`src/design/standby_pkg.sv`:
```
// Shared types and constants for the receive-only I2C standby target with no I3C support
`default_nettype none

package standby_pkg;

  // FIFO between the bus monitor and the TTI writer
  localparam int unsigned RxFifoDepth = 8;
  localparam int unsigned RxFifoPtrW = $clog2(RxFifoDepth);

  // Entry is one kind bit above an 8-bit payload
  localparam int unsigned EntryW = 9;

  typedef enum logic {
    ENTRY_DATA = 1'b0,
    ENTRY_END  = 1'b1
  } entry_kind_e;

  typedef enum logic [2:0] {
    MON_IDLE,
    MON_ADDR,
    MON_ADDR_ACK,
    MON_DATA,
    MON_DATA_ACK,
    MON_IGNORE
  } mon_state_e;

  // RX descriptor layout
  localparam int unsigned DescDataW = 32;
  localparam int unsigned DescAddrLsb = 0;
  localparam int unsigned DescCountLsb = 8;
  localparam int unsigned DescRefusedBit = 31;

endpackage

`default_nettype wire

```
`src/design/bus_monitor.sv`:
```
// I2C receive monitor that never stretches SCL and needs every SCL phase to last several clocks
`timescale 1ns/10ps
`default_nettype none

module bus_monitor (
  input  logic                           clk_i,
  input  logic                           rst_n_i,
  input  logic                           scl_i,
  input  logic                           sda_i,
  input  logic                           fifo_almost_full_i,
  output logic                           sda_o,
  output logic                           entry_push_o,
  output logic [standby_pkg::EntryW-1:0] entry_data_o,
  output logic                           bus_start_o,
  output logic                           bus_stop_o,
  output logic [7:0]                     bus_addr_o,
  output logic                           bus_addr_valid_o
);
  import standby_pkg::*;

  logic [1:0] scl_sync_q;
  logic [1:0] sda_sync_q;
  logic       scl_d_q;
  logic       sda_d_q;

  logic scl_s;
  logic sda_s;
  logic scl_rise;
  logic scl_fall;
  logic start_det;
  logic stop_det;

  mon_state_e        state_q;
  logic [3:0]        bit_cnt_q;
  logic [6:0]        shift_q;
  logic              ack_q;
  logic              wr_active_q;
  logic              refused_q;
  logic              sda_q;
  logic              push_q;
  logic [EntryW-1:0] entry_data_q;
  logic              bus_start_q;
  logic              bus_stop_q;
  logic [7:0]        bus_addr_q;
  logic              addr_valid_q;

  logic       shifting;
  logic       last_bit;
  logic [7:0] rx_byte;
  logic       byte_ok;

  // Two-flop synchronizers, idle-high reset to avoid false edges
  always_ff @(posedge clk_i) begin
    if (!rst_n_i) begin
      scl_sync_q <= 2'b11;
      sda_sync_q <= 2'b11;
      scl_d_q    <= 1'b1;
      sda_d_q    <= 1'b1;
    end else begin
      scl_sync_q <= {scl_sync_q[0], scl_i};
      sda_sync_q <= {sda_sync_q[0], sda_i};
      scl_d_q    <= scl_sync_q[1];
      sda_d_q    <= sda_sync_q[1];
    end
  end

  assign scl_s     = scl_sync_q[1];
  assign sda_s     = sda_sync_q[1];
  assign scl_rise  = scl_s & ~scl_d_q;
  assign scl_fall  = ~scl_s & scl_d_q;
  // SDA moving while SCL stays high
  assign start_det = scl_s & scl_d_q & sda_d_q & ~sda_s;
  assign stop_det  = scl_s & scl_d_q & ~sda_d_q & sda_s;

  assign shifting = (state_q == MON_ADDR) || (state_q == MON_DATA);
  assign last_bit = shifting && scl_rise && (bit_cnt_q == 4'd7);
  assign rx_byte  = {shift_q, sda_s};

  // Header needs two free slots, one of them kept for the END entry
  assign byte_ok = !fifo_almost_full_i && ((state_q == MON_DATA) || !rx_byte[0]);

  always_ff @(posedge clk_i) begin
    if (!rst_n_i) begin
      state_q      <= MON_IDLE;
      bit_cnt_q    <= '0;
      ack_q        <= 1'b0;
      wr_active_q  <= 1'b0;
      refused_q    <= 1'b0;
      sda_q        <= 1'b1;
      push_q       <= 1'b0;
      bus_start_q  <= 1'b0;
      bus_stop_q   <= 1'b0;
      addr_valid_q <= 1'b0;
    end else begin
      push_q       <= 1'b0;
      addr_valid_q <= 1'b0;
      bus_start_q  <= start_det;
      bus_stop_q   <= stop_det;
      if (start_det || stop_det) begin
        // Close any open write transfer with an END entry
        push_q      <= wr_active_q;
        wr_active_q <= 1'b0;
        refused_q   <= 1'b0;
        sda_q       <= 1'b1;
        bit_cnt_q   <= '0;
        state_q     <= start_det ? MON_ADDR : MON_IDLE;
      end else begin
        unique case (state_q)
          MON_ADDR, MON_DATA: begin
            if (scl_rise && !bit_cnt_q[3]) begin
              bit_cnt_q <= bit_cnt_q + 4'd1;
              if (last_bit) begin
                ack_q  <= byte_ok;
                push_q <= byte_ok;
                if (state_q == MON_ADDR) begin
                  addr_valid_q <= 1'b1;
                  wr_active_q  <= byte_ok;
                end else if (!byte_ok) begin
                  refused_q <= 1'b1;
                end
              end
            end else if (scl_fall && bit_cnt_q[3]) begin
              bit_cnt_q <= '0;
              if (state_q == MON_DATA) begin
                state_q <= MON_DATA_ACK;
                sda_q   <= !ack_q;
              end else if (ack_q) begin
                state_q <= MON_ADDR_ACK;
                sda_q   <= 1'b0;
              end else begin
                state_q <= MON_IGNORE;
              end
            end
          end
          MON_ADDR_ACK, MON_DATA_ACK: begin
            // Falling SCL after the ninth bit ends the ACK slot
            if (scl_fall) begin
              sda_q   <= 1'b1;
              state_q <= MON_DATA;
            end
          end
          // Idle and ignore wait for the next START or STOP
          default: ;
        endcase
      end
    end
  end

  always_ff @(posedge clk_i) begin
    if (shifting && scl_rise) begin
      shift_q <= rx_byte[6:0];
    end
    if (start_det || stop_det) begin
      entry_data_q <= {ENTRY_END, 7'd0, refused_q};
    end else if (last_bit) begin
      entry_data_q <= {ENTRY_DATA, rx_byte};
    end
    if (last_bit && (state_q == MON_ADDR)) begin
      bus_addr_q <= rx_byte;
    end
  end

  assign sda_o            = sda_q;
  assign entry_push_o     = push_q;
  assign entry_data_o     = entry_data_q;
  assign bus_start_o      = bus_start_q;
  assign bus_stop_o       = bus_stop_q;
  assign bus_addr_o       = bus_addr_q;
  assign bus_addr_valid_o = addr_valid_q;

  a_sda_low_in_ack: assert property (@(posedge clk_i) disable iff (!rst_n_i)
    !sda_o |-> (state_q inside {MON_ADDR_ACK, MON_DATA_ACK}));

endmodule

`default_nettype wire

```
`src/design/controller_standby.sv`:
```
// Receive-only I2C standby target that acks every write header and never answers a read
`timescale 1ns/10ps
`default_nettype none

module controller_standby (
  input  logic                              clk_i,
  input  logic                              rst_n_i,

  // Bus lines, SDA output is open-drain intent
  input  logic                              ctrl_scl_i,
  input  logic                              ctrl_sda_i,
  output logic                              ctrl_sda_o,

  // TTI RX data
  output logic                              rx_queue_wvalid_o,
  input  logic                              rx_queue_wready_i,
  output logic [7:0]                        rx_queue_wdata_o,

  // TTI RX descriptor
  output logic                              rx_desc_queue_wvalid_o,
  input  logic                              rx_desc_queue_wready_i,
  output logic [standby_pkg::DescDataW-1:0] rx_desc_queue_wdata_o,

  // Bus conditions and received header
  output logic                              bus_start_o,
  output logic                              bus_stop_o,
  output logic [7:0]                        bus_addr_o,
  output logic                              bus_addr_valid_o
);
  import standby_pkg::*;

  logic              entry_push;
  logic [EntryW-1:0] entry_data;
  logic              fifo_almost_full;
  logic [EntryW-1:0] head_data;
  logic              head_valid;
  logic              pop;

  bus_monitor u_bus_monitor (
    .clk_i              (clk_i),
    .rst_n_i            (rst_n_i),
    .scl_i              (ctrl_scl_i),
    .sda_i              (ctrl_sda_i),
    .fifo_almost_full_i (fifo_almost_full),
    .sda_o              (ctrl_sda_o),
    .entry_push_o       (entry_push),
    .entry_data_o       (entry_data),
    .bus_start_o        (bus_start_o),
    .bus_stop_o         (bus_stop_o),
    .bus_addr_o         (bus_addr_o),
    .bus_addr_valid_o   (bus_addr_valid_o)
  );

  rx_fifo u_rx_fifo (
    .clk_i         (clk_i),
    .rst_n_i       (rst_n_i),
    .push_i        (entry_push),
    .push_data_i   (entry_data),
    .pop_i         (pop),
    .head_data_o   (head_data),
    .head_valid_o  (head_valid),
    .almost_full_o (fifo_almost_full)
  );

  tti_writer u_tti_writer (
    .clk_i                  (clk_i),
    .rst_n_i                (rst_n_i),
    .head_data_i            (head_data),
    .head_valid_i           (head_valid),
    .rx_queue_wready_i      (rx_queue_wready_i),
    .rx_desc_queue_wready_i (rx_desc_queue_wready_i),
    .pop_o                  (pop),
    .rx_queue_wvalid_o      (rx_queue_wvalid_o),
    .rx_queue_wdata_o       (rx_queue_wdata_o),
    .rx_desc_queue_wvalid_o (rx_desc_queue_wvalid_o),
    .rx_desc_queue_wdata_o  (rx_desc_queue_wdata_o)
  );

endmodule

`default_nettype wire

```
`src/design/rx_fifo.sv`:
```
// Show-ahead entry FIFO where the writer side must not push when full nor pop when empty
`timescale 1ns/10ps
`default_nettype none

module rx_fifo (
  input  logic                           clk_i,
  input  logic                           rst_n_i,
  input  logic                           push_i,
  input  logic [standby_pkg::EntryW-1:0] push_data_i,
  input  logic                           pop_i,
  output logic [standby_pkg::EntryW-1:0] head_data_o,
  output logic                           head_valid_o,
  output logic                           almost_full_o
);
  import standby_pkg::*;

  logic [EntryW-1:0]     mem_q [RxFifoDepth];
  logic [RxFifoPtrW-1:0] wr_ptr_q;
  logic [RxFifoPtrW-1:0] rd_ptr_q;
  logic [RxFifoPtrW:0]   count_q;

  function automatic logic [RxFifoPtrW-1:0] ptr_next(input logic [RxFifoPtrW-1:0] ptr);
    if (ptr == RxFifoPtrW'(RxFifoDepth - 1)) begin
      return '0;
    end
    return ptr + 1'b1;
  endfunction

  always_ff @(posedge clk_i) begin
    if (push_i) begin
      mem_q[wr_ptr_q] <= push_data_i;
    end
  end

  always_ff @(posedge clk_i) begin
    if (!rst_n_i) begin
      wr_ptr_q <= '0;
      rd_ptr_q <= '0;
      count_q  <= '0;
    end else begin
      if (push_i) begin
        wr_ptr_q <= ptr_next(wr_ptr_q);
      end
      if (pop_i) begin
        rd_ptr_q <= ptr_next(rd_ptr_q);
      end
      unique case ({push_i, pop_i})
        2'b10:   count_q <= count_q + 1'b1;
        2'b01:   count_q <= count_q - 1'b1;
        default: count_q <= count_q;
      endcase
    end
  end

  assign head_data_o   = mem_q[rd_ptr_q];
  assign head_valid_o  = (count_q != '0);
  // At most one slot left
  assign almost_full_o = (count_q >= (RxFifoPtrW + 1)'(RxFifoDepth - 1));

  a_no_push_full: assert property (@(posedge clk_i) disable iff (!rst_n_i)
    push_i |-> (count_q != (RxFifoPtrW + 1)'(RxFifoDepth)));

  a_no_pop_empty: assert property (@(posedge clk_i) disable iff (!rst_n_i)
    pop_i |-> (count_q != '0));

endmodule

`default_nettype wire

```
`src/design/tti_writer.sv`:
```
// TTI writer that expects a header entry first in each transfer and wraps byte counts past 65535
`timescale 1ns/10ps
`default_nettype none

module tti_writer (
  input  logic                              clk_i,
  input  logic                              rst_n_i,
  input  logic [standby_pkg::EntryW-1:0]    head_data_i,
  input  logic                              head_valid_i,
  input  logic                              rx_queue_wready_i,
  input  logic                              rx_desc_queue_wready_i,
  output logic                              pop_o,
  output logic                              rx_queue_wvalid_o,
  output logic [7:0]                        rx_queue_wdata_o,
  output logic                              rx_desc_queue_wvalid_o,
  output logic [standby_pkg::DescDataW-1:0] rx_desc_queue_wdata_o
);
  import standby_pkg::*;

  entry_kind_e head_kind;
  logic        is_data;
  logic        hdr_take;
  logic        data_take;
  logic        desc_take;

  logic        hdr_pending_q;
  logic [7:0]  addr_q;
  logic [15:0] count_q;

  logic [DescDataW-1:0] desc;

  assign head_kind = entry_kind_e'(head_data_i[EntryW-1]);
  assign is_data   = head_valid_i && (head_kind == ENTRY_DATA);

  // First data entry of a transfer is the header byte, held until the RX queue is ready
  assign hdr_take  = is_data && hdr_pending_q && rx_queue_wready_i;
  assign data_take = rx_queue_wvalid_o && rx_queue_wready_i;
  assign desc_take = rx_desc_queue_wvalid_o && rx_desc_queue_wready_i;

  assign rx_queue_wvalid_o      = is_data && !hdr_pending_q;
  assign rx_queue_wdata_o       = head_data_i[7:0];
  assign rx_desc_queue_wvalid_o = head_valid_i && (head_kind == ENTRY_END);
  assign pop_o                  = hdr_take || data_take || desc_take;

  always_comb begin
    desc                     = '0;
    desc[DescAddrLsb +: 8]   = addr_q;
    desc[DescCountLsb +: 16] = count_q;
    desc[DescRefusedBit]     = head_data_i[0];
  end

  assign rx_desc_queue_wdata_o = desc;

  always_ff @(posedge clk_i) begin
    if (!rst_n_i) begin
      hdr_pending_q <= 1'b1;
      count_q       <= '0;
    end else begin
      if (hdr_take) begin
        hdr_pending_q <= 1'b0;
      end else if (desc_take) begin
        hdr_pending_q <= 1'b1;
      end
      if (desc_take) begin
        count_q <= '0;
      end else if (data_take) begin
        count_q <= count_q + 16'd1;
      end
    end
  end

  always_ff @(posedge clk_i) begin
    if (hdr_take) begin
      addr_q <= head_data_i[7:0];
    end
  end

  a_rx_data_stable: assert property (@(posedge clk_i) disable iff (!rst_n_i)
    (rx_queue_wvalid_o && !rx_queue_wready_i) |=>
      (rx_queue_wvalid_o && $stable(rx_queue_wdata_o)));

endmodule

`default_nettype wire

```
`config.mk`:
```
export PLATFORM = sky130hd
export DESIGN_NAME = controller_standby
export DESIGN_NICKNAME = d
export VERILOG_FILES = /design/src/design/standby_pkg.sv /design/src/design/bus_monitor.sv /design/src/design/controller_standby.sv /design/src/design/rx_fifo.sv /design/src/design/tti_writer.sv
export SDC_FILE = /design/constraint.sdc
export NUM_CORES = 1
export LEC_CHECK = 0
export BUFFER_PORTS_ARGS = -buffer_cell sky130_fd_sc_hd__clkbuf_2
export CORE_AREA = 2 2 126 128
export CTS_CLUSTER_DIAMETER = 100
export CTS_CLUSTER_SIZE = 12
export DETAILED_ROUTE_END_ITERATION = 8
export DIE_AREA = 0 0 128 130
export PLACE_DENSITY = 0.69
export SLEW_MARGIN = 25
export SYNTH_ARGS = -nofsm -noshare
export SYNTH_HDL_FRONTEND = slang
export SYNTH_SLANG_ARGS = --single-unit
export TNS_END_PERCENT = 10
```
`constraint.sdc`:
```
create_clock -name clk_i -period 3.4 [get_ports clk_i]
set_clock_uncertainty 0.1 [all_clocks]
set_input_delay 0.68 -clock clk_i [delete_from_list [all_inputs] [get_ports clk_i]]
set_output_delay 0.68 -clock clk_i [all_outputs]
set_load 0.01 [all_outputs]
```
==> results.md, run 1 <==
Status:
- The flow ran to the end, and the final reports show no timing, DRC or antenna violations.

Power:
- The maximum vdd ir drop is roughly 350 uV.
- Per report_power, the clock group accounts for 47.2% of the total.
- The power density over the cells is 519 nW/um^2.
- The leakage power of the design is 2.48 nW.
- The share of total power dissipated in combinational logic is 0.8%.
- The analysis attributes to net switching a power of 793 uW.
- The internal power of the cells totals 3.03 mW.
- The portion of total power attributed to sequential cells is 52.0%.
- The fraction of power spent switching nets is 20.8%.

Floorplan:
- Once the floorplan was initialized, standard cells occupied a little over 40% of the core.
- The total I/O pin count is 60.
- The die covers between 15000 and 20000 sq um.
- The floorplan step set the die width to 128 um.
- In this run the standard cell core region covers 15400 sq um.
- The floorplan has 46 rows.
- The chip height is approximately 130 um.

Setup path:
- The worst path arrival time is 3.34 ns.
- STA classifies the critical path startpoint as a flip-flop.
- STA classifies the critical path endpoint as a flip-flop.
- The critical path class is reg -> reg.
- Of all nets on the critical path, the largest fanout is 9.
- STA puts the critical path data required time at 3.65 ns.

Clock tree:
- TritonCTS built the clock tree.
- The H-tree level count is 4.
- The clock net sink count is 155.
- The number of buffers between clock root and the deepest sink is 2.
- The number of clock buffers added by TritonCTS is 17.
- Gates resized during post-CTS repair numbered 0.
- The root buffer cell is sky130_fd_sc_hd__clkbuf_16.
- Clock-pin slew was measured on the worst setup and hold paths at 0.07 ns.
- The insertion delay to the later sink of the worst-skew pair is 0.42 ns.
- The post-cts hold buffer count is 0.
- After clock tree synthesis, the setup repair step added 0 buffers.

Detailed routing:
- The residual antenna-violating net count after detailed routing is 0.
- The wire length on met1 is a little under 5 mm.
- After detailed routing, the number of remaining DRC violations is 0.
- The count of vias placed by the detailed router is 3732.
- The routed wire length per instance is 15.6 um.
- The ratio of routed vias to standard cells is 5.17.
- After detailed routing, no signal wire sits above met4.
- The post-detailed-routing wire length is 11.2 mm.
- The number of optimization iterations in the first detailed-route pass is 4.
- In this run, the number of DRC markers left after iteration 0 of detailed routing was 251.
- Detailed routing placed a total of 380 um of wire on met3.
- The met2 wire length is a little under 6 mm.

Hold path:
- The worst min-delay path category is reg -> reg.

Timing:
- The max-slew violation count is 0.
- The fmax is about 320 MHz.
- Setup repair after global routing left no endpoint under its margin.
- Setup violations remaining at the end of the flow were counted as 0.
- The slew at the pin closest to its max-slew limit is about 0.96 ns.
- The worst path uses 91.0% of the clock period.
- The shortest period the worst path allows is 3.09 ns.
- The total count of hold-check failures in the final report was 0.
- The setup TNS is 0 ns.
- The remaining max-slew budget at the tightest pin is 35.9%.

Finish:
- The core occupancy in the finished layout is a little under half.
- The layout net count is 532.
- The area growth from synthesis to layout is 16.0%.
- In the final layout, the share of cells above drive strength 1 is 26.8%.
- The antenna diode count is 0.
- The final cell count without fillers is between 700 and 800.
- The final cell area excluding filler cells is approximately 7400 sq um.

Synth:
- The share of synthesized flip-flops with an asynchronous set or reset is 0%.
- Each instance of the synthesized netlist takes up on average 13.8 sq um.
- The most frequently used cell type in the post-synthesis netlist is sky130_fd_sc_hd__edfxtp_1.
- After synthesis, the cell types taking the most area are sky130_fd_sc_hd__edfxtp_1 (45%), sky130_fd_sc_hd__dfxtp_1 (19%), sky130_fd_sc_hd__mux4_2 (5.7%).
- The library cell occupying the most area in the post-synthesis netlist is sky130_fd_sc_hd__edfxtp_1.
- The dominant register cell in the synthesized netlist is sky130_fd_sc_hd__edfxtp_1.
- The number of enable flip-flop cells after synthesis is between 90 and 100.
- The Yosys step of the flow raised 0 warnings.
- The share of the synthesized area in the top cell type is 45.5%.
- The register bit total from synthesis is 155.
- In the synthesized netlist, the number of instances is 458.
- The number of different library cells used by synthesis comes to 61.
- The post-synthesis sequential area ratio is 64.1%.
- The synthesized cell area is around 6300 sq um.
- By count the netlist is led by sky130_fd_sc_hd__edfxtp_1 (96), sky130_fd_sc_hd__dfxtp_1 (59), sky130_fd_sc_hd__nand2_1 (38).

Place:
- Buffers placed on the I/O ports in this run total 52.
- The final weighted congestion in routability-driven placement is 0.794.
- The placed wire-length estimate is approximately 7.5 mm.
- The total instance count after detailed placement is 690.
- The cell area after placement is 6770 sq um.

GRT:
- The pin count of the biggest net entering global routing is 27.
- The number of global-route vias before repair is 3576.
- Global routing consumed, over all layers together, 14.2% of the routing resources.
- The number of antenna violations at the first check in global routing is 0.
- The first global-routing pass estimated 17.9 mm of wire.
- For this run the aggregate overflow at the end of global routing stands at 0.

Flow run:
- The number of max-capacitance violations reported is 0.
## cells by family after synthesis
kind of cell / synth area share [%]
AO/OA/AOI/OAI: 7.19
XOR/XNOR: 2.76
adder cells (fa/ha/maj): 1.78
buffers and inverters: 2.76
flip-flops: 64.1
multiplexers: 9.08
other: 0.0592
AND/OR/NAND/NOR: 12.2
## layout by cell type, fill, tap and decap left out, types with 5 or more instances in the layout
cell type / n
sky130_fd_sc_hd__mux2i_1: 10
sky130_fd_sc_hd__nor3_1: 6
sky130_fd_sc_hd__nand2b_1: 14
sky130_fd_sc_hd__nand2_1: 38
sky130_fd_sc_hd__nand4_1: 6
sky130_fd_sc_hd__a21oi_1: 18
sky130_fd_sc_hd__a211oi_2: 6
sky130_fd_sc_hd__buf_4: 7
sky130_fd_sc_hd__dfxtp_1: 59
sky130_fd_sc_hd__mux2_2: 9
sky130_fd_sc_hd__ha_1: 9
sky130_fd_sc_hd__conb_1: 7
sky130_fd_sc_hd__nor2b_1: 9
sky130_fd_sc_hd__edfxtp_1: 96
sky130_fd_sc_hd__xnor2_1: 16
sky130_fd_sc_hd__clkbuf_16: 19
sky130_fd_sc_hd__inv_1: 6
sky130_fd_sc_hd__and2_1: 5
sky130_fd_sc_hd__o21ai_0: 7
sky130_fd_sc_hd__nand3_1: 16
sky130_fd_sc_hd__mux4_2: 16
sky130_fd_sc_hd__nor2_1: 28
sky130_fd_sc_hd__clkbuf_2: 52
## per-stage QoR
stage	power [mW]	hold WS [ns]	setup WS (ns)
finish	3.82	0.305	0.307
global route	3.94	0.313	0.0987
CTS	3.85	0.312	0.287
detailed placement	2.06	0.297	0.321
global placement	2.06	0.298	0.508
floorplan	2.05	0.286	0.567
## area by class of cell
class,instances,area (sq um)
Fill cell,1329,8070
Sequential cell,155,4060
Multi-Input combinational cell,278,2140
Clock buffer,20,479
Timing Repair Buffer,59,313
Tap cell,192,240
Clock inverter,12,98.8
Inverter,6,22.5
## layer usage
layer | global-route usage [%] | vias to the layer above
met2 | 23.9 | 77
li1 | - | 1805
met5 | 0 | -
met1 | 17.4 | 1835
met3 | 3.98 | 15
met4 | 5.75 | 0
## power groups by stage
stage	Sequential [mW]	Combinational (mW)	Clock (mW)
2_1_floorplan	2.02	0.0309	0
3_3_place_gp	2.03	0.0318	0
3_5_place_dp	2.03	0.0324	0
4_1_cts	1.99	0.0324	1.83
5_1_grt	1.98	0.0364	1.92
6_report	1.99	0.0321	1.80
## path summary, 6_finish.rpt
check	from	end	slack [ns]	cells after the start
worst max-delay path	u_rx_fifo.count_q[1]	u_rx_fifo.count_q[2]	0.31	12
worst min-delay path	u_bus_monitor.sda_sync_q[0]	u_bus_monitor.sda_sync_q[1]	0.31	1
worst max register to register	u_rx_fifo.count_q[1]	u_rx_fifo.count_q[2]	0.31	12
worst min register to register	u_bus_monitor.sda_sync_q[0]	u_bus_monitor.sda_sync_q[1]	0.31	1
## state kept, by name, summed over array words and instances (netlist names), 2 cells and up, named ones only
| signal | count |
|---|---|
| u_rx_fifo.mem_q | 72 |
| u_tti_writer.count_q | 16 |
| u_bus_monitor.entry_data_o | 9 |
| u_bus_monitor.bus_addr_o | 8 |
| u_tti_writer.addr_q | 8 |
| u_bus_monitor.shift_q | 7 |
| u_bus_monitor.bit_cnt_q | 4 |
| u_rx_fifo.count_q | 4 |
| u_bus_monitor.state_q | 3 |
| u_rx_fifo.rd_ptr_q | 3 |
| u_rx_fifo.wr_ptr_q | 3 |
| u_bus_monitor.scl_sync_q | 2 |
| u_bus_monitor.sda_sync_q | 2 |
## worst max-delay path, stage by stage, from the launching register on
cell                       delay [ns]
sky130_fd_sc_hd__dfxtp_1         0.39
sky130_fd_sc_hd__or4_4           0.58
sky130_fd_sc_hd__nand2_2         0.15
sky130_fd_sc_hd__a21oi_1         0.11
sky130_fd_sc_hd__nor2b_4         0.21
sky130_fd_sc_hd__inv_1           0.08
sky130_fd_sc_hd__ha_1            0.26
sky130_fd_sc_hd__xor2_1          0.18
sky130_fd_sc_hd__ha_1            0.20
sky130_fd_sc_hd__a21oi_1         0.17
sky130_fd_sc_hd__xor2_1          0.11
sky130_fd_sc_hd__or3_1           0.32
sky130_fd_sc_hd__a21boi_0        0.15
(Power assumes the default switching activity.)
==> run 2, diff against run 1 <==
==> constraint.sdc (replaced) <==
create_clock -name clk_i -period 3.4 [get_ports clk_i]
set_clock_uncertainty 0.1 [all_clocks]
set_input_delay 0.17 -clock clk_i [delete_from_list [all_inputs] [get_ports clk_i]]
set_output_delay 0.17 -clock clk_i [all_outputs]
set_load 0.01 [all_outputs]
==> run 2 against run 1 <==
  * Count of clock-buffer cells in the layout unchanged
  * Critical endpoint unchanged
  * Sequential cell count unchanged
  * Fmax is 0.26% lower
  * Highest routed layer unchanged
  * Total power grew 0.56%
==> results.md, run 2 (synthesized netlist as in run 1, its figures left out) <==
Detailed routing:
- The number of optimization iterations in the first detailed-route pass is 4.
- The violation count after the first detailed-route iteration is 226.
- The post-detailed-route DRC marker count is 0.
- In this run the remaining antenna-violating nets after routing total 0.
- The ratio of routed vias to standard cells is 5.22.
- The post-detailed-routing wire length is 11.4 mm.
- The routed layout has 3777 vias.
- After detailed routing, the average wire length per cell comes to 15.8 um.

Timing:
- For the pin with the worst max-slew slack, the measured transition is 0.969 ns.
- The fraction of the cycle the final worst path needs is 91.2%.
- The setup TNS is 0 ns.
- The shortest period the worst path allows is around 3.1 ns.
- The max-slew violation count is 0.
- Setup violations remaining at the end of the flow were counted as 0.
- The remaining max-slew budget at the tightest pin is 35.1%.
- The total count of hold-check failures in the final report came to 0.
- Setup repair after global routing left no endpoint under its margin.
- The fmax is approximately 320 MHz.

Place:
- Detailed placement finished with a half-perimeter wire length of 7.50 mm.
- During placement, the flow inserted port buffers numbering 52.
- The congestion estimate from routability-driven global placement came to 0.794.

Setup path:
- Traced cell by cell, the critical path runs through or4_4, nand2_2, a21oi_1, nor2b_4, inv_1, ha_1, xor2_1, ha_1, a21oi_1, xor2_1, or3_1, a21boi_0.
- For flop-to-flop paths, the worst setup slack is 0.30 ns.
- Counting both buffers and inverters, the worst setup path holds a total of 1.
- The number of cells on the worst reg-to-reg path is 12.
- The startpoint type of the worst setup path is a flip-flop.
- The kind of cell with the highest combined delay along the critical path is simple AND/OR/NAND/NOR gates.
- The reg-to-reg critical path endpoint is u_rx_fifo.count_q[2].
- The startpoint identified for the worst register-to-register timing path is u_rx_fifo.count_q[0].
- The delay contributed by the slowest stage of the critical path is a little under 0.6 ns.
- The worst-path maximum fanout is 7.
- The critical path class is reg -> reg.
- The required time of the critical path is about 3.6 ns.
- Data on the critical path arrives at its endpoint at about 3.4 ns.
- The nature of the critical path endpoint is a flip-flop.
- The cell at the slowest stage of the critical path is sky130_fd_sc_hd__or4_4.

Finish:
- Relative to the synthesized area, the layout overhead comes to 16.4%.
- The repair_antennas step left the layout with diodes totalling 0.
- In the layout the commonest cells are sky130_fd_sc_hd__edfxtp_1 (96), sky130_fd_sc_hd__dfxtp_1 (59), sky130_fd_sc_hd__clkbuf_2 (52).
- The largest register by flop count is u_rx_fifo.mem_q.
- The share of cells above drive strength 1 is between 20 and 30%.
- The layout net count is 534.
- The number of flip-flops under the largest register name is a little over 70.
- The core occupancy in the finished layout is 47.8%.
- The most common cell after layout, fill and taps aside is sky130_fd_sc_hd__edfxtp_1.

Floorplan:
- The standard-cell row count is between 40 and 50.
- The core region is 15400 sq um.
- The width of the die is 128 um.
- The floorplan step defined a die boundary enclosing 16600 sq um.
- 60 I/O pins were placed.
- The chip height is 130 um.
- The initial standard-cell utilization of the core is 41.1%.

Power:
- The power density over the cells is ~520 nW/um^2.
- VDD sags by at most between 300 and 400 uV.
- The analysis attributes to cell leakage a power of around 2.5 nW.
- The design draws 3.84 mW.

Clock tree:
- In this run the number of H-tree levels came out at 4.
- The clock net sink count is 155.
- The buffer count from post-CTS setup fixing is 0.
- The clock reaches the later pin of the worst-skew pair after around 0.43 ns.
- After clock tree synthesis, the clock-pin slew on the worst setup and hold paths is 0.06 ns.
- The clock buffer count from CTS is 17.
- TritonCTS built the clock tree.
- The root buffer cell is sky130_fd_sc_hd__clkbuf_16.
- In this run the deepest clock path goes through 2 buffers.

GRT:
- Entering global routing, the biggest net connects 27 pins.
- The number of antenna violations at the first check in global routing is 0.
- For this run the aggregate overflow at the end of global routing stands at 0.
- The first global-routing pass estimated about 18 mm of wire.
- The number of global-route vias before repair is 3534.
- In the global route stage, overall resource usage came out at 14.6%.

Hold path:
- The worst min-delay path startpoint is rx_desc_queue_wready_i.
- The worst min-delay path category is in -> reg.
- The worst hold path cell count is 4.
- The worst min-delay path endpoint is u_tti_writer.hdr_pending_q.

Status:
- The flow ran to the end, and the final reports show no timing, DRC or antenna violations.

Flow run:
- Max-cap violations in this run came to 0.
[run 2: routing by layer]
metal	routed length (um)	vias up	GRT usage [%]
li1	-	1813	-
met1	5160	1854	18.9
met2	5550	92	23.3
met3	537	18	4.26
met4	199	0	5.82
met5	0	-	0
[run 2: area by class of cell]
type | instances | area (sq um)
clock inverters | 12 | 100
multi-input cells | 278 | 2140
inverters | 6 | 22.5
flip-flops and latches | 155 | 4060
well taps | 192 | 240
clock buffers | 20 | 479
repair buffers | 61 | 333
fillers | 1336 | 8050
[run 2: tightest hold or removal path, cell delays in order]
cell	delay, ns
sky130_fd_sc_hd__clkbuf_2	0.09
sky130_fd_sc_hd__nand4_2	0.08
sky130_fd_sc_hd__nor2b_1	0.13
sky130_fd_sc_hd__o21ai_1	0.06
[run 2: per-stage QoR]
stage	setup WS (ns)	cell area (sq um)	cells	hold WS, ns
CTS	0.310	7370	724	0.0437
finish	0.298	7370	724	0.0585
global route	0.134	7370	724	0.115
global placement	0.504	6770	690	0.256
floorplan	0.567	6360	464	0.143
detailed placement	0.336	6770	690	0.255
[run 2: repair_timing]
item                      CTS  global route
hold endpoints to repair    2             0
hold buffers                2             0
gates resized for setup     0             0
[run 2: report_power, final]
group,switching [mW],internal (mW),total [mW]
clock network,0.782,1.04,1.82
logic,0.0230,0.0109,0.0339
registers,0.00601,1.98,1.99
total,0.811,3.03,3.84
[run 2: worst max-delay path by stage]
stage | from | to | slack (ns) | depth (start not counted)
after global placement | u_rx_fifo.count_q[0] | u_rx_fifo.count_q[2] | 0.50 | 12
after global routing | flip-flop | u_rx_fifo.count_q[2] | 0.13 | 12
after CTS | u_rx_fifo.count_q[0] | u_rx_fifo.count_q[2] | 0.31 | 12
final | u_rx_fifo.count_q[0] | u_rx_fifo.count_q[2] | 0.30 | 12
after detailed placement | u_rx_fifo.count_q[1] | u_rx_fifo.count_q[2] | 0.34 | 12
after floorplan | u_rx_fifo.count_q[1] | u_rx_fifo.count_q[2] | 0.57 | 13
